File: src/source/ldpc_sched_defs.svh
`ifndef LDPC_SCHED_DEFS_SVH
`define LDPC_SCHED_DEFS_SVH

////////////////////
// code geometry

`define LDPC_LAYER_NUM       3  // layers per iteration
`define LDPC_MAX_ITER        8  // width of the iteration one-hot
`define LDPC_VNU_FUNC_NUM    2  // VNU decomposition groups, one IB-RAM each

////////////////////
// stage lengths in read_clk cycles

`define LDPC_VNU_FUNC_CYC    3  // latency of one VNU group
`define LDPC_CH_BUBBLE_CYC   2  // bubble between channel fetch and memory fetch
`define LDPC_MEM_RD_CYC      2  // message memory read
`define LDPC_PERM_CYC        2  // barrel shifter depth
`define LDPC_LAYER_SWEEP_CYC 18 // MEM_FETCH entry to layer_finish

////////////////////
// handshake and counter widths

`define LDPC_LOAD_MIN_CYC    3  // wr cycles before an ack is taken
`define LDPC_STAGE_CNT_W     3  // holds the longest fixed stage, VNU pipe plus out

`endif

File: src/source/ldpc_sched_pkg.sv
`include "ldpc_sched_defs.svh"

package ldpc_sched_pkg;

	////////////////////
	// scheduler states, in pipeline order
	// the order matters: MEM_FETCH and beyond count as the layer sweep
	typedef enum logic [3:0] {
		INIT_LOAD,  // kick off the initial IB-RAM loads
		IB_PEND,    // wait for every IB-RAM load to finish
		CH_FETCH,   // channel RAM read
		CH_BUBBLE,
		MEM_FETCH,  // c2v message memory read
		VNU_PIPE,
		VNU_OUT,    // last VNU register, shared with the shifter input
		BS_WB,      // barrel shift
		PAGE_ALIGN,
		MEM_WB,     // v2c message write-back
		IDLE        // drain until the layer sweep ends
	} sched_state_e;

	////////////////////
	// datapath strobes
	typedef struct packed {
		logic src;        // take channel values instead of v2c on the very first layer
		logic mem_fetch;  // c2v memory read enable
		logic bs_en;
		logic pa_en;
		logic mem_we;     // v2c memory write enable
	} v2c_strobe_t;

	typedef struct packed {
		logic ram_fetch;  // channel buffer read
		logic bs_en;
		logic pa_en;
		logic ram_wb;
	} ch_strobe_t;

	// where the decoder stands in the layer / iteration sweep
	typedef struct packed {
		logic [`LDPC_LAYER_NUM-1:0] layer;  // one-hot, bit 0 is the first layer
		logic [`LDPC_MAX_ITER-1:0]  iter;   // one-hot, shifts out after the last iteration
		logic                       last_layer;
		logic                       layer_finish;  // single-cycle pulse
	} layer_pos_t;

endpackage

File: src/source/ib_load_ctrl.sv
`timescale 1ns/1ps
`include "ldpc_sched_defs.svh"

// load sequencer for one IB-RAM
// init and pipe loads run the same wr / ack sequence
module ib_load_ctrl (
	input  logic read_clk,
	input  logic rstn,
	input  logic init_start_i,   // from INIT_LOAD
	input  logic pipe_start_i,   // from the last layer finish
	input  logic iter_update_i,  // ack level from the IB memory
	output logic wr_o,           // table write request
	output logic pending_o       // load still open, holds the scheduler in IB_PEND
);
	localparam int MIN_CYC = `LDPC_LOAD_MIN_CYC;
	localparam int MIN_W   = $clog2(MIN_CYC + 1);

	logic             load_q;     // a load is in flight
	logic [MIN_W-1:0] min_cnt_q;  // wr cycles already spent, saturating
	logic             start;
	logic             min_met;    // this wr cycle is at least the MIN_CYC-th
	logic             ack_ok;

	assign start   = init_start_i | pipe_start_i;
	assign min_met = (min_cnt_q >= MIN_W'(MIN_CYC - 1));
	// an early ack is ignored, the memory keeps it high until taken
	assign ack_ok  = load_q && min_met && iter_update_i;

	////////////////////
	// load flag
	always_ff @(posedge read_clk or negedge rstn) begin
		if (!rstn) begin
			load_q <= 1'b0;
		end else if (start) begin
			load_q <= 1'b1;  // a new start restarts a running load
		end else if (ack_ok) begin
			load_q <= 1'b0;
		end
	end

	////////////////////
	// minimum wr length
	always_ff @(posedge read_clk or negedge rstn) begin
		if (!rstn) begin
			min_cnt_q <= '0;
		end else if (start) begin
			min_cnt_q <= '0;
		end else if (load_q && !min_met) begin
			min_cnt_q <= min_cnt_q + 1'b1;
		end
	end

	// wr and pending open together the cycle after start
	// and close together the cycle after the accepted ack
	assign wr_o      = load_q;
	assign pending_o = load_q;

	// a write never ends short of MIN_CYC cycles or without an ack
	a_wr_close: assert property (@(posedge read_clk) disable iff (!rstn)
		$fell(wr_o) |-> $fell(pending_o) && $past(wr_o, MIN_CYC) && $past(iter_update_i));

	// wr is never high while nothing is pending
	a_wr_pending: assert property (@(posedge read_clk) disable iff (!rstn)
		wr_o |-> pending_o);

endmodule

File: src/source/layer_tracker.sv
`timescale 1ns/1ps
`include "ldpc_sched_defs.svh"

// layer and iteration position, plus the layer sweep that times layer_finish
module layer_tracker (
	input  logic                            read_clk,
	input  logic                            rstn,
	input  ldpc_sched_pkg::sched_state_e    state_i,
	output ldpc_sched_pkg::layer_pos_t      pos_o
);
	import ldpc_sched_pkg::*;

	localparam int LAYERS  = `LDPC_LAYER_NUM;
	localparam int ITERS   = `LDPC_MAX_ITER;
	localparam int SWEEP   = `LDPC_LAYER_SWEEP_CYC;
	localparam int SWEEP_W = $clog2(SWEEP + 1);

	logic [LAYERS-1:0]  layer_q;
	logic [ITERS-1:0]   iter_q;
	logic [SWEEP_W-1:0] sweep_q;    // cycles since MEM_FETCH was entered
	logic               in_sweep;
	logic               layer_finish;
	logic               last_layer;

	assign in_sweep     = (state_i >= MEM_FETCH);  // MEM_FETCH through IDLE
	assign layer_finish = in_sweep && (sweep_q == SWEEP_W'(SWEEP));
	assign last_layer   = layer_q[LAYERS-1];

	////////////////////
	// sweep counter, cleared outside the sweep and after the finish pulse
	always_ff @(posedge read_clk or negedge rstn) begin
		if (!rstn) sweep_q <= '0;
		else if (in_sweep && !layer_finish) sweep_q <= sweep_q + 1'b1;
		else sweep_q <= '0;
	end

	always_ff @(posedge read_clk or negedge rstn) begin
		if (!rstn) begin
			layer_q <= LAYERS'(1);  // first layer
			iter_q  <= ITERS'(1);   // first iteration
		end else if (layer_finish) begin
			layer_q <= {layer_q[LAYERS-2:0], layer_q[LAYERS-1]};  // rotate
			if (last_layer) iter_q <= {iter_q[ITERS-2:0], 1'b0};  // zero fill
		end
	end

	always_comb begin
		pos_o.layer        = layer_q;
		pos_o.iter         = iter_q;
		pos_o.last_layer   = last_layer;
		pos_o.layer_finish = layer_finish;
	end

	a_layer_onehot: assert property (@(posedge read_clk) disable iff (!rstn) $onehot(layer_q));

endmodule

File: src/source/ldpc_sched_top.sv
`timescale 1ns/1ps
`include "ldpc_sched_defs.svh"

// layer scheduler top
module ldpc_sched_top (
	input  logic                            read_clk,
	input  logic                            rstn,
	input  logic                            fsm_en_i,
	input  logic                            termination_i,
	input  logic [`LDPC_VNU_FUNC_NUM-1:0]   vn_iter_update_i,
	input  logic                            dn_iter_update_i,
	output logic [`LDPC_VNU_FUNC_NUM-1:0]   vnu_wr_o,
	output logic                            dnu_wr_o,
	output logic [`LDPC_VNU_FUNC_NUM-1:0]   vnu_rd_o,
	output logic                            dnu_rd_o,
	output ldpc_sched_pkg::v2c_strobe_t     v2c_o,
	output ldpc_sched_pkg::ch_strobe_t      ch_o,
	output ldpc_sched_pkg::layer_pos_t      pos_o,
	output logic                            decode_busy_o
);
	import ldpc_sched_pkg::*;

	localparam int IB_NUM = `LDPC_VNU_FUNC_NUM + 1;  // top bit is the DNU

	sched_state_e                 state;
	logic                         stage_last;
	logic [`LDPC_STAGE_CNT_W-1:0] stage_cyc;
	logic                         init_start;
	logic                         pipe_start;
	logic [IB_NUM-1:0]            ib_ack;
	logic [IB_NUM-1:0]            ib_wr;
	logic [IB_NUM-1:0]            ib_pending;

	assign ib_ack   = {dn_iter_update_i, vn_iter_update_i};
	assign vnu_wr_o = ib_wr[IB_NUM-2:0];
	assign dnu_wr_o = ib_wr[IB_NUM-1];

	sched_fsm u_fsm (
		.read_clk(read_clk), .rstn(rstn),
		.fsm_en_i(fsm_en_i), .termination_i(termination_i),
		.stage_last_i(stage_last),
		.layer_finish_i(pos_o.layer_finish), .last_layer_i(pos_o.last_layer),
		.load_pending_i(ib_pending),
		.state_o(state), .init_start_o(init_start), .pipe_start_o(pipe_start),
		.decode_busy_o(decode_busy_o)
	);

	stage_timer u_timer (.read_clk(read_clk), .rstn(rstn), .state_i(state),
		.stage_last_o(stage_last), .stage_cyc_o(stage_cyc));

	layer_tracker u_layer (.read_clk(read_clk), .rstn(rstn), .state_i(state), .pos_o(pos_o));

	// one load sequencer per VNU group, the last one for the DNU
	for (genvar i = 0; i < IB_NUM; i++) begin : g_ib
		ib_load_ctrl u_ib (
			.read_clk(read_clk), .rstn(rstn),
			.init_start_i(init_start), .pipe_start_i(pipe_start),
			.iter_update_i(ib_ack[i]),
			.wr_o(ib_wr[i]), .pending_o(ib_pending[i])
		);
	end

	strobe_decode u_strobe (
		.state_i(state), .stage_cyc_i(stage_cyc), .pos_i(pos_o),
		.read_clk(read_clk), .rstn(rstn),
		.vnu_rd_o(vnu_rd_o), .dnu_rd_o(dnu_rd_o), .v2c_o(v2c_o), .ch_o(ch_o)
	);

endmodule

File: src/source/sched_fsm.sv
`timescale 1ns/1ps
`include "ldpc_sched_defs.svh"

// main layer sequencer
// fixed-length stages advance on stage_last while IB_PEND and IDLE wait on events
module sched_fsm (
	input  logic                            read_clk,
	input  logic                            rstn,
	input  logic                            fsm_en_i,       // low level parks at INIT_LOAD
	input  logic                            termination_i,  // restart after a finished frame
	input  logic                            stage_last_i,
	input  logic                            layer_finish_i,
	input  logic                            last_layer_i,
	input  logic [`LDPC_VNU_FUNC_NUM:0]     load_pending_i, // VNU groups plus the DNU
	output ldpc_sched_pkg::sched_state_e    state_o,
	output logic                            init_start_o,
	output logic                            pipe_start_o,
	output logic                            decode_busy_o
);
	import ldpc_sched_pkg::*;

	sched_state_e state_q;
	sched_state_e state_nxt;
	logic         load_busy;  // any IB-RAM still loading

	assign load_busy = |load_pending_i;

	////////////////////
	// next state
	always_comb begin
		state_nxt = state_q;
		case (state_q)
			INIT_LOAD: state_nxt = IB_PEND;  // loads start here and pending shows next cycle
			IB_PEND: begin
				if (!load_busy) state_nxt = CH_FETCH;
			end
			CH_FETCH: begin
				if (stage_last_i) state_nxt = CH_BUBBLE;
			end
			CH_BUBBLE: begin
				if (stage_last_i) state_nxt = MEM_FETCH;
			end
			MEM_FETCH: begin
				if (stage_last_i) state_nxt = VNU_PIPE;
			end
			VNU_PIPE: begin
				if (stage_last_i) state_nxt = VNU_OUT;
			end
			VNU_OUT: begin
				if (stage_last_i) state_nxt = BS_WB;
			end
			BS_WB: begin
				if (stage_last_i) state_nxt = PAGE_ALIGN;
			end
			PAGE_ALIGN: begin
				if (stage_last_i) state_nxt = MEM_WB;
			end
			MEM_WB: begin
				if (stage_last_i) state_nxt = IDLE;
			end
			IDLE: begin
				// a pipe load issued this cycle is not yet visible in load_pending_i
				if (layer_finish_i) begin
					state_nxt = (load_busy || pipe_start_o) ? IB_PEND : CH_FETCH;
				end
			end
			default: state_nxt = INIT_LOAD;  // illegal encoding starts over
		endcase
	end

	////////////////////
	// state register
	always_ff @(posedge read_clk or negedge rstn) begin
		if (!rstn) begin
			state_q <= INIT_LOAD;
		end else if (!fsm_en_i || termination_i) begin
			state_q <= INIT_LOAD;  // held or restarted
		end else begin
			state_q <= state_nxt;
		end
	end

	// init loads only once the decoder is really leaving INIT_LOAD
	assign init_start_o  = (state_q == INIT_LOAD) && fsm_en_i && !termination_i;
	// IB tables for the next iteration once the last layer has drained
	assign pipe_start_o  = (state_q == IDLE) && layer_finish_i && last_layer_i;
	assign decode_busy_o = (state_q == IB_PEND);
	assign state_o       = state_q;

	// state register never holds one of the five unused codes
	a_state_legal: assert property (@(posedge read_clk) disable iff (!rstn)
		!$isunknown(state_q) && (state_q <= IDLE));

	// the layer sweep ends only in IDLE and pipe loads need that end
	a_pipe_start_idle: assert property (@(posedge read_clk) disable iff (!rstn)
		layer_finish_i |-> (state_q == IDLE));

endmodule

File: src/source/stage_timer.sv
`timescale 1ns/1ps
`include "ldpc_sched_defs.svh"

// cycle count inside the current stage plus the last-cycle flag
module stage_timer (
	input  logic                            read_clk,
	input  logic                            rstn,
	input  ldpc_sched_pkg::sched_state_e    state_i,
	output logic                            stage_last_o,
	output logic [`LDPC_STAGE_CNT_W-1:0]    stage_cyc_o   // 0 on the entry cycle
);
	import ldpc_sched_pkg::*;

	localparam int CNT_W   = `LDPC_STAGE_CNT_W;
	localparam int VNU_CYC = `LDPC_VNU_FUNC_NUM * `LDPC_VNU_FUNC_CYC;  // pipe + out
	localparam logic [CNT_W-1:0] CNT_MAX = '1;

	sched_state_e     prev_q;     // state seen last cycle
	logic [CNT_W-1:0] cyc_q;
	logic             entry;      // first cycle of a new stage
	int unsigned      stage_len;  // 0 for event-driven stages

	// VNU_OUT keeps counting on from VNU_PIPE so the group slices line up
	function automatic sched_state_e stage_group(sched_state_e s);
		return (s == VNU_OUT) ? VNU_PIPE : s;
	endfunction

	// length table, VNU_OUT given as the end of the joint VNU count
	function automatic int unsigned stage_len_of(sched_state_e s);
		case (s)
			INIT_LOAD:  return 1;
			CH_FETCH:   return 1;
			CH_BUBBLE:  return `LDPC_CH_BUBBLE_CYC;
			MEM_FETCH:  return `LDPC_MEM_RD_CYC;
			VNU_PIPE:   return VNU_CYC - 1;  // the last slot belongs to VNU_OUT
			VNU_OUT:    return VNU_CYC;
			BS_WB:      return `LDPC_PERM_CYC;
			PAGE_ALIGN: return 1;
			MEM_WB:     return 1;
			default:    return 0;  // IB_PEND and IDLE
		endcase
	endfunction

	assign entry        = (stage_group(state_i) != stage_group(prev_q));
	assign stage_cyc_o  = entry ? '0 : cyc_q;
	assign stage_len    = stage_len_of(state_i);
	assign stage_last_o = (stage_len != 0) && (stage_cyc_o == CNT_W'(stage_len - 1));

	always_ff @(posedge read_clk or negedge rstn) begin
		if (!rstn) begin
			prev_q <= INIT_LOAD;
			cyc_q  <= '0;
		end else begin
			prev_q <= state_i;
			cyc_q  <= (stage_cyc_o == CNT_MAX) ? CNT_MAX : stage_cyc_o + 1'b1;  // saturate in the waits
		end
	end

endmodule

File: src/source/strobe_decode.sv
`timescale 1ns/1ps
`include "ldpc_sched_defs.svh"

// datapath strobes from state, stage cycle and layer position
module strobe_decode (
	input  ldpc_sched_pkg::sched_state_e    state_i,
	input  logic [`LDPC_STAGE_CNT_W-1:0]    stage_cyc_i,
	input  ldpc_sched_pkg::layer_pos_t      pos_i,
	input  logic                            read_clk,
	input  logic                            rstn,
	output logic [`LDPC_VNU_FUNC_NUM-1:0]   vnu_rd_o,
	output logic                            dnu_rd_o,
	output ldpc_sched_pkg::v2c_strobe_t     v2c_o,
	output ldpc_sched_pkg::ch_strobe_t      ch_o
);
	import ldpc_sched_pkg::*;

	localparam int FUNC_CYC = `LDPC_VNU_FUNC_CYC;
	localparam int CNT_W    = `LDPC_STAGE_CNT_W;

	logic in_vnu;
	logic first_layer;  // first layer of any iteration
	logic first_pass;   // first layer of the first iteration
	logic fetch_first;  // entry cycle of MEM_FETCH
	logic ch_pa_en;
	logic ch_ram_wb_q;

	assign in_vnu      = (state_i == VNU_PIPE) || (state_i == VNU_OUT);
	assign first_layer = pos_i.layer[0];
	assign first_pass  = pos_i.layer[0] && pos_i.iter[0];
	assign fetch_first = (state_i == MEM_FETCH) && (stage_cyc_i == '0);
	assign ch_pa_en    = fetch_first && first_layer;

	// VNU group j reads its IB-RAM during its own slice of the VNU count
	for (genvar j = 0; j < `LDPC_VNU_FUNC_NUM; j++) begin : g_vnu_rd
		assign vnu_rd_o[j] = in_vnu && (int'(stage_cyc_i) >= j * FUNC_CYC)
			&& (int'(stage_cyc_i) < (j + 1) * FUNC_CYC);
	end

	assign dnu_rd_o = (state_i == BS_WB) || (state_i == PAGE_ALIGN);  // DNU sits beside the shifter

	always_comb begin
		v2c_o.src       = (state_i == MEM_FETCH) && first_pass
			&& (stage_cyc_i == CNT_W'(`LDPC_MEM_RD_CYC - 1));
		v2c_o.mem_fetch = fetch_first;
		v2c_o.bs_en     = (state_i == BS_WB) && (stage_cyc_i == '0);  // first shifter cycle only
		v2c_o.pa_en     = (state_i == PAGE_ALIGN);
		v2c_o.mem_we    = (state_i == MEM_WB);
		ch_o.ram_fetch  = (state_i == CH_FETCH);
		ch_o.bs_en      = (state_i == CH_BUBBLE) && (stage_cyc_i == '0) && first_pass;
		ch_o.pa_en      = ch_pa_en;
		ch_o.ram_wb     = ch_ram_wb_q;
	end

	// channel write-back trails the page alignment by one cycle
	always_ff @(posedge read_clk or negedge rstn) begin
		if (!rstn) ch_ram_wb_q <= 1'b0;
		else ch_ram_wb_q <= ch_pa_en && first_pass;
	end

endmodule

File: config.mk
export PLATFORM = sky130hd
export DESIGN_NAME = ldpc_sched_top
export DESIGN_NICKNAME = d
export VERILOG_FILES = /design/src/source/ldpc_sched_pkg.sv /design/src/source/ib_load_ctrl.sv /design/src/source/layer_tracker.sv /design/src/source/ldpc_sched_top.sv /design/src/source/sched_fsm.sv /design/src/source/stage_timer.sv /design/src/source/strobe_decode.sv
export VERILOG_INCLUDE_DIRS = /design/src /design/src/source
export SDC_FILE = /design/constraint.sdc
export NUM_CORES = 1
export LEC_CHECK = 0
export ABC_CLOCK_PERIOD_IN_PS = 3900
export BUFFER_PORTS_ARGS = -buffer_cell sky130_fd_sc_hd__buf_2
export CORE_ASPECT_RATIO = 0.75
export CORE_MARGIN = 2
export CORE_UTILIZATION = 56
export CTS_CLUSTER_DIAMETER = 200
export DETAILED_ROUTE_END_ITERATION = 16
export PLACE_DENSITY = 0.84
export SLEW_MARGIN = 20
export SYNTH_ARGS = -nofsm -noshare
export SYNTH_HDL_FRONTEND = slang
export SYNTH_HIERARCHICAL = 1
export SYNTH_SLANG_ARGS = --single-unit
File: constraint.sdc
create_clock -name read_clk -period 3.9 [get_ports read_clk]
set_input_delay 0.585 -clock read_clk [delete_from_list [all_inputs] [get_ports read_clk]]
set_output_delay 0.585 -clock read_clk [all_outputs]
set_load 0.01 [all_outputs]
After elaboration in Yosys (flattened, before gate mapping). Memory sizes are Yosys's and may differ from the RTL's. Cells that the tools add are included. Widths: inputs -> output; s select.

Register bits after elaboration: 37. Bits in read-only memories: 48. Input port bits: 7. Output and inout bits: 29. Word-level logic and storage cells: 134. Memories kept: 1.

Memory list: (name not given) (words 16, width 3, rd ports 1, clocked after memory_dff 0, write ports 0, RTL line stage_timer.sv:30) `case (s)`.

$add $sub $neg: 6. Order comparisons: 7. Equal/unequal tests: 26. Mux-type cells: 30. Bitwise gates (word level): 1. Reduce and logical (&&, ||, !) cells: 50.

Operator list (count): $mux 4 (13); $pmux 4 s11 (1); $reduce_bool 32->1 (1); $logic_and 1x1->1 (28); $eq 4x3->1 const B (5); $ne 3x2->1 const B (5); $mux 2 (7); $eq 4x4->1 const B (3); $ne 3x1->1 const B (4); $reduce_bool 2->1 (6); $reduce_and 10->1 (1); $eq 4x2->1 const B (2); $add 2x1->2 const B (3); $ge 2x2->1 const B (3); $logic_not 1->1 (6); $mux 1 (6); $mux 3 (2); $add 5x1->5 const B (1); $eq 5x5->1 const B (1); $mux 5 (1); $eq 4x1->1 const B (1); $ge 4x3->1 const B (1); $logic_not 4->1 (1); $logic_or 1x1->1 (4); 14 further kinds (14).

Longest topological paths before layout.
Word-level depth: 9. Depth in mapped cells: 14.

Cells and area by module. The synthesis kept the hierarchy.

By module, submodules not included: layer_tracker (times used 1, cells each 49, area each 678.2 µm², seq. area each 402.9 µm²); stage_timer (times used 1, cells each 55, area each 578.1 µm², seq. area each 175.2 µm²); ib_load_ctrl (times used 3, cells each 11, area each 132.6 µm², seq. area each 75.1 µm²); sched_fsm (times used 1, cells each 42, area each 372.9 µm², seq. area each 100.1 µm²); strobe_decode (times used 1, cells each 32, area each 236.5 µm², seq. area each 25.0 µm²).

Worst setup path after synthesis. OpenSTA, ideal clock, no wires.

Path type: reg-to-output. From: register u_fsm.state_q[1], in the netlist u_fsm/state_o[1]. To: output port ch_o[2] (netlist bit). Arrival: 2719 ps. Required time: 3315 ps. Path slack: 596 ps. Cell stages (with the launch flop): 9. Buffers on the path: 0. Cell sequence: dfrtp_1 ha_1 and3b_1 o211a_1 a311oi_4 nor4_4 and2_2 or3_1 nor4b_1.

RTL lines: from (decl) (RTL line sched_fsm.sv:22) `sched_state_e state_q;`; from (signal assigned) (RTL line sched_fsm.sv:79) `state_q <= state_nxt;`; to (decl) (RTL line ldpc_sched_top.sv:17) `output ldpc_sched_pkg::ch_strobe_t ch_o,`.

==> qor.yml <==
outcome:
  status: "finished clean"
floorplanning:
  core_area_mm2: 0.00376
  dieArea_mm2: 0.00457
  chipWidth_um: 77.4
  die_y_um: 59.1
  num_io_pins: 36
  initial_core_util_pct: 60.3
  rows: 19
global_route:
  grt.overflow.total: 0
  grt_pass1_vias: 1571
  grt_max_degree: 38
  grt_use_total_pct: 20.6
  grt_pass1_wl_um: 7280
  antenna_found_initial: 0
finish:
  syn_to_final_growth_pct: 12.9
  fill_cells: 314
  fin_util_pct: 68.0
  nets: 262
  final_layout_size_suffix_gt1_share_pct: 35.1
  final_cell_mix: "35 x dfrtp_1, 35 x buf_2, 15 x nor2_1"
  n_antenna_cell: 0
worst_setup_path:
  crit_arrival_ps: 3050
  critical_path.max_fanout: 7
  endpoint_kind: "output pin"
  startpoint_type: "register"
  critPathRequiredTime_ps: 3310
  path_class: "register to output pin"
clock_tree:
  clk_latency_ps: 300
  path_clk_slew_ps: 80
  cts_hold_buf: 0
  cts_max_path_buffers: 2
  cts_tree: "done"
  cts_setup_buffers: 0
  clock-root-buffer: "clkbuf_8"
  cts_buffers: 5
  clock-sinks: 37
  cts_resized: 0
  cts_htree_levels: 2
timing:
  final_max_slew_viol_count: 0
  min_period_ps: 3630
  final_hold_viol_count: 0
  finalSetupTns_ps: 0
  timing.slew.headroom_pct: 47.7
  finalSetupViolCount: 0
  skew_ps: 7.23
  fmax_ghz: 0.275
  worstMarginPinSlew_ps: 784
  rsz0062_at_grt: "no"
  whs_ps: 363
  layout_setup_ws_ps: 267
  fin_crit_sh_pct: 93.2
routing:
  viasPerCell: 5.55
  routed_wl_um: 4240
  drc_errors: 0
  first_iter_violations: 90
  ant_nets: 0
  drtPass1Iterations: 4
  wl_per_cell_um: 14.1
  dr_total_vias: 1664
yosys:
  synth_cell_type_count: 55
  syn_area_mm2: 0.00226
  synth_ff_type: "dfrtp_1"
  yosys.area_share.simple_pct: 26.8
  synth_adder_area_share_pct: 4.42
  syn_inst: 211
  synth_nets: 226
  ys_ff_latch: 37
  syn_avg_cell_area_um2: 10.7
  synth_warnings: 6
  synth_edf_count: 0
  synthArstFlopShare_pct: 100
  synthXorXnorAreaFrac_pct: 5.03
  synthMuxAreaShare_pct: 6.03
  synth_top_family_by_area: "simple AND/OR/NAND/NOR gates"
  synth_compound_area_share_pct: 10.9
  yosysSeqAreaShare_pct: 41.0
min_path:
  hold_path_class: "input port to asynchronous set/reset pin"
flow_run:
  maxCapViolations: 0
placed_design:
  port_buffers: 35
  gp_congestion: 0.801
  hpwl_um: 3120
  pre_cts_slack_ps: 610
power_and_ir_drop:
  peakVddDrop_mv: 0.310
  total_power_mw: 1.13
  power_leakage_nw: 1.19
  p_per_area_mw_per_mm2: 442
[report_power, final]
group | total (mW) | switching (mW) | internal [mW] | leakage, nW
sequential | 0.516 | 0.0680 | 0.448 | 0.483
combinational | 0.332 | 0.165 | 0.167 | 0.654
clock | 0.282 | 0.139 | 0.143 | 0.0512
total | 1.13 | 0.372 | 0.758 | 1.19
[path summary, 6_finish.rpt]
path,start,endpoint,slack [ps],cells past startpoint
worst max register to register,u_fsm/state_o[0],u_fsm/state_o[0],630,14
worst min-delay path,rstn,g_ib[1].u_ib/min_cnt_q[1],360,1
worst max-delay path,u_fsm/state_o[0],ch_o[2],270,10
worst min register to register,u_layer/sweep_q[0],u_layer/sweep_q[0],500,1
min in group read_clk,u_layer/sweep_q[0],u_layer/sweep_q[0],500,1
max in group asynchronous,rstn,u_layer/sweep_q[1],3040,1
[sequential cells by signal, indices dropped and copies added, names as in the netlist]
name	count
u_timer/prev_q	4
g_ib.u_ib/pending_o	3
g_ib.u_ib/min_cnt_q	6
u_strobe/ch_ram_wb_q	1
u_layer/sweep_q	5
u_fsm/state_o	4
u_layer/iter_q	8
u_layer/layer_q	3
u_timer/cyc_q	3
[worst max-delay path, stage by stage (launching register included)]
cell and delay, ps:
dfrtp_1 380, inv_1 110, ha_1 240, and3b_1 190, o211a_1 240, a311oi_4 350, nor4_4 90, and2_2 230
or3_1 460, nor4b_1 270, buf_2 180
[synth_stat cells, types with 2 or more instances]
library cell  count  area, um^2
mux2i_1           2        20.0
and2_2            4        30.0
nor3_1            9        45.0
xnor2_1           8        70.1
nand4b_1          2        17.5
nor3_2            3        30.0
a21oi_1           6        30.0
nor2b_1           5        31.3
xor2_1            5        43.8
o21ai_1           2        10.0
buf_4             9        67.6
buf_6             2        22.5
nand3b_1          5        37.5
mux2_2            9         101
nor4b_1           4        35.0
nand2_1          10        37.5
nand3_1           4        20.0
and2_1            2        12.5
nor2b_2           3        26.3
nor4_1            3        18.8
or2_2             2        12.5
dfrtp_1          35         876
nand2b_1          5        31.3
a211o_1           3        26.3
ha_1              8         100
inv_1             7        26.3
dfstp_2           2        52.6
nor2_1           15        56.3
nor4b_2           2        30.0
o21ai_0           8        40.0
buf_2             3        15.0
[kinds of logic after synthesis]
group,after synthesis
AND/OR/NAND/NOR,88
flip-flops,37
AO/OA/AOI/OAI,32
buffers and inverters,21
XOR/XNOR,13
multiplexers,12
adder cells (fa/ha/maj),8
[through the flow]
| stage | area (um^2) | cells |
|---|---|---|
| 4_1_cts | 2550 | 300 |
| 2_1_floorplan | 2260 | 211 |
| 5_1_grt | 2550 | 300 |
| 3_5_place_dp | 2460 | 292 |
| 3_3_place_gp | 2460 | 292 |
| 6_report | 2550 | 300 |
[routing by layer]
metal | wire, um | GRT usage [%] | vias up
li1 | - | - | 816
met1 | 2130 | 28.6 | 810
met2 | 1890 | 31.3 | 30
met3 | 145 | 4.57 | 8
met4 | 72 | 9.69 | 0
met5 | 0 | 0 | -
[layout make-up]
type                            count  area (um^2)  area share (%)
Tap cell                           52         65.1            2.55
Timing Repair Buffer               43          235            9.21
Multi-Input combinational cell    153         1200            47.1
Clock buffer                        6         82.6            3.23
Inverter                            7         26.3            1.03
Clock inverter                      2         13.8           0.539
Sequential cell                    37          928            36.3
No activity file was read; power rests on OpenSTA's default activity.
